## config.mk

```make
export PLATFORM = sky130hd
export DESIGN_NAME = soc_bus_decode
export DESIGN_NICKNAME = d
export VERILOG_FILES = /design/src/source/soc_bus_pkg.sv /design/src/source/soc_bus_decode.sv
export VERILOG_INCLUDE_DIRS = /design/src /design/src/source
export SDC_FILE = /design/constraint.sdc
export NUM_CORES = 1
export LEC_CHECK = 0
export BUFFER_PORTS_ARGS = -buffer_cell sky130_fd_sc_hd__buf_2
export CAP_MARGIN = 25
export CELL_PAD_IN_SITES_DETAIL_PLACEMENT = 1
export CELL_PAD_IN_SITES_GLOBAL_PLACEMENT = 1
export CORE_MARGIN = 1.5
export CORE_UTILIZATION = 12
export CTS_BUF_LIST = sky130_fd_sc_hd__clkbuf_8
export CTS_CLUSTER_DIAMETER = 100
export DETAILED_ROUTE_END_ITERATION = 10
export PLACE_DENSITY = 0.87
export SLEW_MARGIN = 20
export SYNTH_ARGS = -nofsm -noshare
export SYNTH_HDL_FRONTEND = slang
export SYNTH_SLANG_ARGS = --single-unit
```

## constraint.sdc

```tcl
create_clock -name clk -period 0.8 [get_ports clk]
set_clock_uncertainty 0.05 [all_clocks]
set_input_delay 0.04 -clock clk [delete_from_list [all_inputs] [get_ports clk]]
set_output_delay 0.04 -clock clk [all_outputs]
set_load 0.1 [all_outputs]
```

## src/source/soc_params.svh

```systemverilog
`ifndef SOC_PARAMS_SVH
`define SOC_PARAMS_SVH

// --------------------
// Clocking
// --------------------

// Clock cycles per microsecond tick
`define SOC_CLK_MHZ 4

// --------------------
// Address map
// --------------------

// SRAM size in 32-bit words
`define SOC_SRAM_DEPTH 1024

`define SOC_SRAM_BASE 32'h0000_0000
`define SOC_TIMER_BASE 32'h4000_0000

// Upper bits that pick the target region
`define SOC_REGION_MASK 32'hE000_0000

// Timer register byte offsets
`define SOC_TIMER_CTRL 8'h00
`define SOC_TIMER_MTIME 8'h08
`define SOC_TIMER_MTIMEH 8'h0C
`define SOC_TIMER_MTIMECMP 8'h10
`define SOC_TIMER_MTIMECMPH 8'h14

`endif

```

## src/source/soc_bus_pkg.sv

```systemverilog
package soc_bus_pkg;

    // --------------------
    // Wishbone vector types
    // --------------------

    // Byte address as seen on wb_adr
    typedef logic [31:0] bus_addr_t;

    // One data word, read or write
    typedef logic [31:0] bus_data_t;

    // One select bit per byte lane of bus_data_t
    typedef logic [3:0] bus_sel_t;

endpackage

```

## src/source/soc_bus_decode.sv

```systemverilog
`timescale 1ns/1ps

`include "soc_params.svh"

module soc_bus_decode
    import soc_bus_pkg::*;
(
    input  logic      clk,
    input  logic      rst_n,
    input  logic      cyc,
    input  logic      stb,
    input  bus_addr_t adr,
    output logic      sram_stb,
    output logic      timer_stb,
    input  bus_data_t sram_dat_r,
    input  bus_data_t timer_dat_r,
    input  logic      sram_ack,
    input  logic      timer_ack,
    output bus_data_t dat_r,
    output logic      ack,
    output logic      err
);

    logic sram_hit;
    logic timer_hit;
    logic unmapped_req;

    // --------------------
    // Region decode
    // --------------------

    assign sram_hit  = (adr & `SOC_REGION_MASK) == (`SOC_SRAM_BASE & `SOC_REGION_MASK);
    assign timer_hit = (adr & `SOC_REGION_MASK) == (`SOC_TIMER_BASE & `SOC_REGION_MASK);

    assign sram_stb  = stb && sram_hit;
    assign timer_stb = stb && timer_hit;

    // Nobody owns this address, answer locally
    assign unmapped_req = cyc && stb && !sram_hit && !timer_hit;

    always_ff @(posedge clk or negedge rst_n) begin
        if (!rst_n) begin
            err <= 1'b0;
        end else begin
            err <= unmapped_req && !err;
        end
    end

    // --------------------
    // Response return
    // --------------------

    // Host holds adr until the response, so the region still selects it
    assign ack = (sram_hit && sram_ack) || (timer_hit && timer_ack);

    always_comb begin
        dat_r = '0;
        if (sram_hit) begin
            dat_r = sram_dat_r;
        end else if (timer_hit) begin
            dat_r = timer_dat_r;
        end
    end

    assert property (@(posedge clk) disable iff (!rst_n) !(sram_stb && timer_stb));

    // Target acks and the local error never collide
    assert property (@(posedge clk) disable iff (!rst_n) !(ack && err));

endmodule

```

==> metrics.md <==
| Metric | Value |
|---|---|
| Outcome | `finished with violations` |
| Net switching power | `1.02 mW` |
| Max-slew headroom | `0.815` |
| Mapped cell area | `roughly 620 µm²` |
| Fmax | `970 MHz` |
| Failing checks | `setup timing` |
| RSZ-0062 raised after global routing | `true` |
| Period utilization | `1.29` |
| Total power | `~1.8 mW` |
| DRT Pass-1 Iters | `4` |
| Initial antenna violation count | `0` |
| Final worst slack | `-0.231 ns` |
| Final Max Tran Viols | `0` |
| Vias in the first global route | `between 1000 and 1500` |
| Sw Share | `0.569` |
| Max VDD drop | `roughly 350 µV` |
| Worst EP arrival | `0.94 ns` |
| Clock power frac | `0` |
| Multi-input logic area | `between 800 and 900 µm²` |
| Total GRT Usage | `0.119` |
| Dpl cell area | `just over 2000 µm²` |
| Cell count of the worst reg-to-reg path | `1` |
| Comb power frac | `0.967` |
| Met1 GRT Util | `0.112` |
| Final #Nets | `~300` |
| Worst setup path endpoint | `dat_r[8]` |
| Seq pwr share | `0.033` |
| First-pass GRT wire length | `between 5000 and 6000 µm` |
| Kind of critical path | `input pin to primary output` |
| Met3 usage | `0.0107` |
| Via count | `1035` |
| Port bufs | `around 110` |
| Ys Warns | `0` |
| Setup violators final | `36` |
| Drt drc | `0` |
| DRT antenna net count | `0` |
| I/O pin cnt | `between 100 and 150` |
| Int Power | `~770 µW` |
| Area Overhead vs Synth | `262%` |
| Post-Syn Nets | `between 150 and 200` |
| Max reg flops | `1` |
| Dpl hpwl | `2950 µm` |
| # rows | `25` |
| Sequential element share of the synthesized area | `0.0406` |
| Hold Crit Class | `input pin to asynchronous set/reset pin` |
| Largest reg by FF count | `err` |
| Filler cells | `approximately 520` |
| Vias/cell | `roughly 4.0` |
| Drt initial violations | `5` |
| Routability cong. | `about 0.67` |
| FF-to-FF Start | `err` |
| Worst EP required | `0.71 ns` |
| Syn_area_per_cell | `around 7.8 µm²` |
| Worst Setup SP | `adr[29]` |
| Critical Path End Type | `primary output` |
| Core ar. | `between 4000 and 5000 µm²` |
| CP Launch Type | `input pin` |
| Reg area | `about 29 µm²` |
| Static leakage | `0.997 nW` |
| Die H | `approximately 75 µm` |
| Cell area after layout | `~2200 µm²` |
| Setup WS pre-CTS | `-0.297 ns` |
| Worst slew pin tran | `roughly 0.27 ns` |
| WL/cell | `between 10 and 15 µm` |
| Clk slew on worst S/H paths | `0 ns` |
| Met2 usage | `0.269` |
| #FFs+latches synth | `1` |
| Crit Path Max Fanout | `18` |
| Remaining Overflow, GRT | `0` |
| Synth cell types | `11` |
| GR peak layer | `met2` |
| # diodes | `0` |
| Final WL | `between 3000 and 4000 µm` |
| Worst R2R End | `err` |
| Worst reg2reg setup slack | `-0.07 ns` |
| Layout cell share with drive strength beyond 1 | `0.865` |
| Max Cap Viol | `0` |
| Largest net degree at the start of global routing | `19` |
| Initial Util | `0.127` |
| Biggest regs | `err x1` |
| Die width | `approximately 75 µm` |
| Pwr dens | `approximately 800 nW/µm²` |
| Die area | `approximately 5600 µm²` |
| Synth Instances | `79` |
| Clock Latency Late Sink | `0 ns` |
| Fin crit period | `1.03 ns` |
| Final hold violation count | `0` |
## power groups by stage
| stage | clock network (mW) | registers (mW) | logic (mW) |
|---|---|---|---|
| 2_1_floorplan | 0 | 0.0773 | 0.991 |
| 3_3_place_gp | 0 | 0.0587 | 1.60 |
| 3_5_place_dp | 0 | 0.0591 | 1.63 |
| 4_1_cts | 0 | 0.0593 | 1.72 |
| 5_1_grt | 0 | 0.0595 | 1.80 |
| 6_report | 0 | 0.0591 | 1.73 |
## cell usage after synthesis
cell | number | area [µm²]
buf_8 | 3 | 45.0
nor3b_1 | 1 | 7.51
and4bb_2 | 1 | 12.5
dfrtp_1 | 1 | 25.0
buf_4 | 1 | 7.51
or2_1 | 1 | 6.26
nor2_1 | 32 | 120
and4b_2 | 1 | 11.3
buf_6 | 4 | 45.0
mux2i_1 | 33 | 330
nor2_2 | 1 | 6.26
## layout make-up
type,instances,area share
multi-input cells,70,0.368
repair buffers,122,0.582
well taps,67,0.0375
flip-flops and latches,1,0.0129
## through the flow
| stage | std cells | hold WS, ns | TNS, ns | utilization |
|---|---|---|---|---|
| 2_1_floorplan | 79 | -0.306 | -12.52 | - |
| 5_1_grt | 260 | 0.334 | -8.10 | 0.461 |
| 3_3_place_gp | 255 | -0.234 | -8.19 | 0.423 |
| 3_5_place_dp | 255 | -0.229 | -9.05 | 0.423 |
| 4_1_cts | 260 | 0.311 | -7.16 | 0.453 |
| 6_report | 260 | 0.319 | -7.27 | 0.461 |
## metal layers
metal / share of wire / routed length [µm] / vias up
met5: 0 / 0 / -
met4: 0.020 / 67 / 0
met3: 0.057 / 193 / 6
met2: 0.61 / 2080 / 61
met1: 0.31 / 1050 / 469
li1: - / - / 499
## what timing repair did
| action | in CTS | in global routing |
|---|---|---|
| endpoints found under the hold margin | 1 | 0 |
| gates cloned | 1 | 0 |
| endpoints found under the setup margin | 36 | 36 |
| hold buffers | 1 | 0 |
| buffers inserted | 3 | 1 |
| pin swaps | 0 | 7 |
| resized for setup | 18 | 5 |
## cell usage in the layout, fill, tap and decap left out
master and count:
or2_4 1, mux2i_2 4, dlygate4sd3_1 1, mux2i_1 25
buf_12 41, and4bb_4 1, buf_6 4, buf_2 69
nor3b_4 1, mux2i_4 4, nor2_4 33, dfrtp_4 1
and4b_2 1, buf_4 6, bufbuf_16 1
## worst min-delay path by stage
stage,end,cells after the start
3_3_place_gp,err,1
5_1_grt,err,2
3_5_place_dp,err,1
4_1_cts,err,2
2_1_floorplan,err,0
6_report,err,2
## logic make-up after synthesis
logic type             count (synthesis)  share of synthesized area
muxes                                 33                      0.536
and+or+nand+nor                       37                      0.266
DFF                                    1                     0.0406
buffers and inverters                  8                      0.158
## worst max-delay path, cell delays in order
cell	delay (ns)
buf_6	0.09
or2_4	0.29
buf_12	0.20
nor2_4	0.12
buf_12	0.18
Note: power is estimated with default switching activity, not from simulation.
