[config.mk]
export PLATFORM = sky130hd
export DESIGN_NAME = riscv_timer
export DESIGN_NICKNAME = d
export VERILOG_FILES = /design/src/source/soc_bus_pkg.sv /design/src/source/soc_timer_pkg.sv /design/src/source/riscv_timer.sv
export VERILOG_INCLUDE_DIRS = /design/src /design/src/source
export SDC_FILE = /design/constraint.sdc
export NUM_CORES = 1
export LEC_CHECK = 0
export BUFFER_PORTS_ARGS = -buffer_cell sky130_fd_sc_hd__buf_4
export CORE_ASPECT_RATIO = 1.5
export CORE_MARGIN = 5
export CORE_UTILIZATION = 35
export DETAILED_ROUTE_END_ITERATION = 12
export RECOVER_POWER = 100
export SYNTH_ARGS = -nofsm -noshare
export SYNTH_HDL_FRONTEND = slang
export SYNTH_SLANG_ARGS = --single-unit
export TNS_END_PERCENT = 50
[constraint.sdc]
create_clock -name clk -period 9.4 [get_ports clk]
set_clock_uncertainty 0.15 [all_clocks]
set_input_delay 1.41 -clock clk [delete_from_list [all_inputs] [get_ports clk]]
set_output_delay 1.41 -clock clk [all_outputs]
set_load 0.02 [all_outputs]
[src/source/soc_params.svh]
`ifndef SOC_PARAMS_SVH
`define SOC_PARAMS_SVH

// --------------------
// Clocking
// --------------------

// Clock cycles per microsecond tick
`define SOC_CLK_MHZ 4

// --------------------
// Address map
// --------------------

// SRAM size in 32-bit words
`define SOC_SRAM_DEPTH 1024

`define SOC_SRAM_BASE 32'h0000_0000
`define SOC_TIMER_BASE 32'h4000_0000

// Upper bits that pick the target region
`define SOC_REGION_MASK 32'hE000_0000

// Timer register byte offsets
`define SOC_TIMER_CTRL 8'h00
`define SOC_TIMER_MTIME 8'h08
`define SOC_TIMER_MTIMEH 8'h0C
`define SOC_TIMER_MTIMECMP 8'h10
`define SOC_TIMER_MTIMECMPH 8'h14

`endif

[src/source/soc_bus_pkg.sv]
package soc_bus_pkg;

    // --------------------
    // Wishbone vector types
    // --------------------

    // Byte address as seen on wb_adr
    typedef logic [31:0] bus_addr_t;

    // One data word, read or write
    typedef logic [31:0] bus_data_t;

    // One select bit per byte lane of bus_data_t
    typedef logic [3:0] bus_sel_t;

endpackage

[src/source/soc_timer_pkg.sv]
`include "soc_params.svh"

package soc_timer_pkg;

    // Machine time, counted in microseconds
    typedef logic [63:0] mtime_t;

    // Prescaler width, one spare bit so a clock rate of 1 still fits
    localparam int unsigned PRESCALE_W = $clog2(`SOC_CLK_MHZ + 1);

    typedef logic [PRESCALE_W-1:0] prescale_t;

endpackage

[src/source/riscv_timer.sv]
`timescale 1ns/1ps

`include "soc_params.svh"

module riscv_timer
    import soc_bus_pkg::*;
    import soc_timer_pkg::*;
(
    input  logic      clk,
    input  logic      rst_n,
    input  logic      cyc,
    input  logic      stb,
    input  logic      we,
    input  bus_addr_t adr,
    input  bus_data_t dat_w,
    input  bus_sel_t  sel,
    output bus_data_t dat_r,
    output logic      ack,
    input  logic      tick,
    input  logic      dbg_halt,
    output logic      irq
);

    logic       access;
    logic       wr_en;
    logic [7:0] reg_offset;
    logic       ctrl_en;
    logic       count_en;
    mtime_t     mtime;
    mtime_t     mtimecmp;
    bus_data_t  rd_data;

    // Replace only the selected byte lanes of a register word
    function automatic bus_data_t merge_bytes(
        input bus_data_t old_val,
        input bus_data_t new_val,
        input bus_sel_t  lanes
    );
        bus_data_t result;
        result = old_val;
        for (int i = 0; i < $bits(bus_sel_t); i++) begin
            if (lanes[i]) begin
                result[8*i +: 8] = new_val[8*i +: 8];
            end
        end
        return result;
    endfunction

    assign access     = cyc && stb && !ack;
    assign wr_en      = access && we;
    assign reg_offset = {adr[7:2], 2'b00};

    // Frozen while the hart sits in debug halt
    assign count_en = tick && ctrl_en && !dbg_halt;

    // --------------------
    // Registers
    // --------------------

    always_ff @(posedge clk or negedge rst_n) begin
        if (!rst_n) begin
            ctrl_en  <= 1'b0;
            mtimecmp <= '1;
        end else if (wr_en) begin
            if (reg_offset == `SOC_TIMER_CTRL && sel[0]) begin
                ctrl_en <= dat_w[0];
            end
            if (reg_offset == `SOC_TIMER_MTIMECMP) begin
                mtimecmp[31:0] <= merge_bytes(mtimecmp[31:0], dat_w, sel);
            end
            if (reg_offset == `SOC_TIMER_MTIMECMPH) begin
                mtimecmp[63:32] <= merge_bytes(mtimecmp[63:32], dat_w, sel);
            end
        end
    end

    // Bus write wins over the tick increment
    always_ff @(posedge clk or negedge rst_n) begin
        if (!rst_n) begin
            mtime <= '0;
        end else if (wr_en && reg_offset == `SOC_TIMER_MTIME) begin
            mtime[31:0] <= merge_bytes(mtime[31:0], dat_w, sel);
        end else if (wr_en && reg_offset == `SOC_TIMER_MTIMEH) begin
            mtime[63:32] <= merge_bytes(mtime[63:32], dat_w, sel);
        end else if (count_en) begin
            mtime <= mtime + 1'b1;
        end
    end

    assign irq = (mtime >= mtimecmp);

    // --------------------
    // Bus response
    // --------------------

    always_comb begin
        case (reg_offset)
            `SOC_TIMER_CTRL:      rd_data = {31'b0, ctrl_en};
            `SOC_TIMER_MTIME:     rd_data = mtime[31:0];
            `SOC_TIMER_MTIMEH:    rd_data = mtime[63:32];
            `SOC_TIMER_MTIMECMP:  rd_data = mtimecmp[31:0];
            `SOC_TIMER_MTIMECMPH: rd_data = mtimecmp[63:32];
            default:              rd_data = '0;
        endcase
    end

    always_ff @(posedge clk) begin
        if (access && !we) begin
            dat_r <= rd_data;
        end
    end

    always_ff @(posedge clk or negedge rst_n) begin
        if (!rst_n) begin
            ack <= 1'b0;
        end else begin
            ack <= access;
        end
    end

    assert property (@(posedge clk) disable iff (!rst_n) ack |-> $past(cyc && stb));

endmodule

==> impl_metrics.tcl, run 1 <==
set metrics [dict create \
    outcome "complete, but fails checks" \
    violations "capacitance limit, slew limit" \
    grt_pass1_vias 9101 \
    area_growth_pct 12.3 \
    grt_use_total_pct 20.3 \
    min_from "ack" \
    antenna_left 0 \
    crit_arrival_ns 6.60 \
    slew-limit-headroom_pct -167 \
    clock_latency_ns 0.46 \
    slew_violations 420 \
    antenna_found_initial 0 \
    setup_tns_ns 0 \
    place_hpwl_um 24200 \
    irDropWorstVdd_uv 128 \
    regToRegStartpoint "ack" \
    r2r_cells 6 \
    max_clock_freq_mhz 157 \
    core_sq_mm 0.0295 \
    initial_utilization_pct 35.5 \
    clock_sinks 162 \
    drcViolationCount 0 \
    vias_per_cell 5.88 \
    dieArea_sq_mm 0.0335 \
    antenna-diode-count 0 \
    rows 77 \
    finalCriticalPeriod_ns 6.37 \
    synthCells 1104 \
    crit_path_frequent_cell "clkbuf_1" \
    syn_nets 1244 \
    synth_top_cell_by_area "dfstp_2" \
    worstHoldEndpoint "ack" \
    synth_common_cells "129 x nand2_1, 97 x a21oi_1, 73 x nor2_1" \
    timing.rr.end "mtime[42]" \
    final_layout_size_suffix_gt1_share_pct 20.0 \
    period_share_pct 67.7 \
    grt_pass1_wl_um 52300 \
    synth_top_area_share_pct 16.1 \
    cts_tree "built" \
    io_buffers 82 \
    postCtsHoldBufs 0 \
    drtIter0Drc 696 \
    clkTransAtPathRegs_ns 0.07 \
    gp_congestion 0.923 \
    critPathMaxFanout 63 \
    pwr-share-clk_pct 45.8 \
    leakage_uw 0.00470 \
    maxCapViolCount 9 \
    max_stage_delay_ns 1.81 \
    clock-root-buffer "clkbuf_16" \
    io_pins 109 \
    p_sw_share_pct 24.5 \
    async_flop_share_pct 80.2 \
    final.fill_count 3047 \
    vias 9208 \
    p_sw_uw 382 \
    power.density_mw_per_mm2 133 \
    cp_cell_sequence "clkbuf_1, or4_1, nor3_1, clkbuf_1, nand2_1, nand3_1, o22ai_1, a21oi_1" \
    synth_ff_type "dfrtp_1" \
    slowest_stage "nand2_1" \
    tightest_slew_ns 4.01 \
    nets 1298 \
    cts_resized 0 \
    synth_edf_count 32 \
    synth-seq-cells 162 \
    die_w_um 151 \
    postCtsSetupRepairBufs 0 \
    dr.pass1.iters 8 \
    yosysMostFrequentCell "nand2_1" \
    synth_warnings 0 \
    gr-total-overflow 0 \
    end_kind "register" \
    netlist_area_sq_mm 0.0105 \
    rsz0062_at_grt "false" \
    p_comb_share_pct 6.5 \
    sequentialPowerShare_pct 47.6 \
    finalHoldViolCount 0 \
    p_int_uw 1180 \
    critical_path.startpoint_type "primary input" \
    critPathKind "primary input to register" \
    required_ns 9.63 \
    synthTopCellsByArea "dfstp_2 16%, dfrtp_1 16%, edfxtp_1 9.2%, ha_1 7.8%, mux2_2 7.0%" \
    synth-seq-area-share_pct 41.1 \
    p_total_uw 1560 \
    syn_area_per_cell_sq_um 9.47 \
    clk_path_buf_depth 2 \
    hold_class "register to register" \
    die_y_um 222 \
    grt_max_degree 76 \
    worstHoldPathCells 1 \
    wl_per_cell_um 21.5 \
    rrSetupSlack_ns 5.04 \
    cts-htree-levels 4 \
    routed_wl_um 33700 \
    cts_buffers 17 \
    finalSetupViolCount 0 \
    synth_cell_types 76 \
]
[critical path, delay by kind of cell]
family	cells	cell delay, ns
simple gates	4	3.29
buf+inv	2	1.48
compound gates	2	0.35
[metrics by stage]
| stage | setup WS (ns) | utilization (%) | hold slack [ns] | instance area, sq um | instances |
|---|---|---|---|---|---|
| floorplan | 5.12 | - | 0.353 | 10500 | 1104 |
| global placement | 4.98 | 38.6 | 0.345 | 11400 | 1534 |
| detailed placement | 4.94 | 38.6 | 0.356 | 11400 | 1534 |
| CTS | 4.54 | 40.6 | 0.366 | 12000 | 1566 |
| global route | 2.43 | 39.8 | 0.366 | 11700 | 1566 |
| finish | 3.03 | 39.8 | 0.341 | 11700 | 1566 |
[sequential cells by signal, indices dropped and copies added (netlist names)]
name      count
ack           1
mtime        64
mtimecmp     64
dat_r        32
ctrl_en       1
[cell usage in the layout, fill, tap and decap left out, types with 4 or more instances in the layout]
cell	Yosys	routed
a21oi_1	97	102
a21o_1	7	7
and3_1	16	16
nand4_1	31	31
clkbuf_16	0	17
edfxtp_1	32	32
a31oi_1	25	25
dfrtp_1	66	66
nor3_1	24	25
nor2_1	73	74
o22a_1	29	29
nand3_1	41	41
a211oi_1	4	4
inv_1	71	71
o22ai_1	9	9
o211ai_1	5	5
nand2_1	129	129
dfstp_2	64	64
ha_1	65	65
nor4_1	8	8
buf_4	4	50
a41oi_1	4	4
o21a_1	9	9
or4_1	4	5
a222oi_1	31	31
a2bb2oi_1	4	4
and4_1	12	12
o21ai_0	38	38
and2_1	6	6
o21ai_1	4	4
mux2_2	65	65
clkbuf_1	31	43
[area by class of cell]
class | count | area (sq um) | area share, %
inverter | 71 | 267 | 2.27
timing repair buffer | 93 | 537 | 4.57
tap | 395 | 494 | 4.21
clock buffer | 20 | 467 | 3.97
clock inverter | 12 | 131 | 1.12
multi-input combinational | 813 | 5560 | 47.3
sequential | 162 | 4290 | 36.6
[power groups by stage]
stage	Clock [uW]	Sequential, uW	Combinational [uW]
3_3_place_gp	0	756	106
6_report	716	744	102
4_1_cts	730	744	108
2_1_floorplan	0	756	41.9
5_1_grt	763	745	111
3_5_place_dp	0	756	108
[routing by layer]
metal	vias up	track usage [%]	part of all wire, %
met4	0	12.4	6.4
met2	281	35.4	52
met5	-	0	0
met3	104	3.97	4.2
met1	4538	22.4	38
li1	4285	-	-
[worst max-delay path by stage]
| stage | from | end | depth (start not counted) |
|---|---|---|---|
| after floorplan | cyc | dat_r[0] | 2 |
| after global placement | adr[7] | mtime[31] | 7 |
| after detailed placement | adr[7] | mtime[9] | 8 |
| after CTS | mtime[12] | irq | 8 |
| after global routing | adr[7] | mtime[10] | 8 |
| final | adr[7] | mtime[9] | 8 |
[cells by family after synthesis]
kind of cell               count (synthesis)  synth area share (%)
and+or+nand+nor                          377                  18.6
DFF                                      162                  41.1
buffers and inverters                    129                  5.28
muxes                                     67                  7.19
adders and majority gates                 65                  7.78
AOI/OAI and AO/OA                        304                  20.1
(Power assumes the default switching activity.)
==> inputs of run 2 (changes only) <==
==> constraint.sdc (replaced) <==
create_clock -name clk -period 5.7 [get_ports clk]
set_clock_uncertainty 0.15 [all_clocks]
set_input_delay 0.855 -clock clk [delete_from_list [all_inputs] [get_ports clk]]
set_output_delay 0.855 -clock clk [all_outputs]
set_load 0.02 [all_outputs]
==> run 2 against run 1 <==
  * The flow still finishes with violations (capacitance limit, slew limit)
  * Register-to-register slack worse by 3.2 ns
  * Clock power grew 84%
  * Final cell count increased by 0.32%
  * Via count rose by 0.62%
  * First-iteration DRC count decreased by 2.0%
  * Combinational power rose by 65%
  * Critical path depth is 1 lower
  * Design area increased by 0.77%
  * Power up 74%
  * Worst hold slack improved by 0.0064 ns
==> impl_metrics.tcl, run 2 (synthesized netlist as in run 1, its figures left out) <==
set metrics [dict create \
    post-route-util_pct 40.2 \
    io_pins 109 \
    nets 1303 \
    power.density_mw_per_mm2 229 \
    grt_max_degree 64 \
    period_share_pct 78.9 \
    clock_sinks 162 \
    antenna_found_initial 0 \
    antenna-diode-count 0 \
    r2r_cells 6 \
    final.fill_count 3039 \
    grt_pass1_wl_um 52500 \
    gr-total-overflow 0 \
    worstHoldPathCells 1 \
    io_buffers 82 \
    clkTransAtPathRegs_ns 0.07 \
    required_ns 5.96 \
    slew-limit-headroom_pct -136 \
    drcViolationCount 0 \
    critical_path.startpoint_type "primary input" \
    drtIter0Drc 682 \
    setup_tns_ns 0 \
    slew_violations 196 \
    leakage_uw 0.00475 \
    vias_per_cell 5.90 \
    finalSetupViolCount 0 \
    dieArea_sq_mm 0.0335 \
    grtUsageMet2_pct 36.4 \
    max_stage_delay_ns 1.73 \
    postCtsHoldBufs 0 \
    fin_cells 1571 \
    min_from "ack" \
    violations "capacitance limit, slew limit" \
    tightest_slew_ns 3.54 \
    crit_family "simple AND/OR/NAND/NOR gates" \
    irDropWorstVdd_uv 196 \
    postCtsSetupRepairBufs 0 \
    seqCellArea_sq_mm 0.00429 \
    crit_arrival_ns 4.76 \
    slowest_stage "nor3_1" \
    crit_buf_inv 1 \
    dr.pass1.iters 8 \
    grt_use_total_pct 20.5 \
    hold_class "register to register" \
    design_area_sq_mm 0.0118 \
    use_met1_pct 22.9 \
    regToRegStartpoint "ack" \
    final_common_cell "nand2_1" \
    place_hpwl_um 25000 \
    initial_utilization_pct 35.5 \
    dpl_cell_area_sq_mm 0.0114 \
    place_inst 1539 \
    critPathMaxFanout 17 \
    clk_path_buf_depth 2 \
    outcome "complete, but fails checks" \
    cts_tree "built" \
    critPathKind "primary input to register" \
    cts-htree-levels 4 \
    rrSetupSlack_ns 1.80 \
    final_cell_mix "128 x nand2_1, 102 x a21oi_1, 73 x nor2_1, 71 x inv_1, 66 x dfrtp_1" \
    worstHoldEndpoint "ack" \
    cp_cell_sequence "buf_4, or4_1, nor3_1, a2bb2oi_1, o22ai_1, o21a_1, o22a_1" \
    clock-root-buffer "clkbuf_16" \
    wl_per_cell_um 21.6 \
    die_w_um 151 \
    core_sq_mm 0.0295 \
    top_usage_layer "met2" \
    finalHoldViolCount 0 \
    grtUsageMet3_pct 2.54 \
    die_y_um 222 \
    maxCapViolCount 7 \
    final_layout_size_suffix_gt1_share_pct 20.3 \
    antenna_left 0 \
    rows 77 \
    max_clock_freq_mhz 222 \
    multiInputGateArea_sq_mm 0.00554 \
    cts_buffers 17 \
    gp_congestion 0.937 \
    grt_pass1_vias 9102 \
    top_regs "mtime x64, mtimecmp x64, dat_r x32" \
    end_kind "register" \
    rsz0062_at_grt "false" \
    cts_resized 0 \
    timing.rr.end "mtime[38]" \
    area_growth_pct 13.2 \
    vias 9265 \
    finalCriticalPeriod_ns 4.50 \
    clock_latency_ns 0.47 \
    routed_wl_um 33900 \
    fin_worst_hold_slack_ns 0.348 \
]
-- run 2: cell count changes in the layout (fill, tap and decap cells not counted), sizes merged --
cell,previous run,this run
buf,50,54
bufinv,2,5
clkbuf,63,64
clkinv,6,3
-- run 2: through the flow --
| step | power [uW] | setup WS, ns |
|---|---|---|
| CTS | 2750 | 1.42 |
| global route | 2800 | 0.811 |
| detailed placement | 1430 | 1.83 |
| global placement | 1420 | 1.84 |
| floorplan | 1320 | 1.97 |
| finish | 2710 | 1.20 |
-- run 2: worst max path at each step --
stage	startpoint	end	slack [ns]	cells past startpoint
3_5_place_dp	adr[7]	mtime[31]	1.83	7
6_report	adr[6]	mtime[38]	1.20	7
4_1_cts	mtimecmp[15]	irq	1.42	9
5_1_grt	rst_n	mtime[15]	0.81	2
3_3_place_gp	adr[7]	mtime[31]	1.84	7
2_1_floorplan	cyc	dat_r[0]	1.97	2
-- run 2: layout make-up --
type	count	area share, %
Inverter	71	2.25
Clock inverter	12	1.71
Sequential cell	162	36.3
Timing Repair Buffer	98	4.84
Multi-Input combinational cell	813	46.8
Tap cell	395	4.18
Clock buffer	20	3.94
-- run 2: power by group --
group          internal [uW]  switching [uW]
Sequential              1210            18.3
Combinational           57.9             110
Clock                    812             504
Total                   2080             632
-- run 2: routing by layer --
layer	wire, um	up-vias
met5	0	-
met4	1940	0
met3	1450	91
met2	17800	324
met1	12700	4558
li1	-	4292
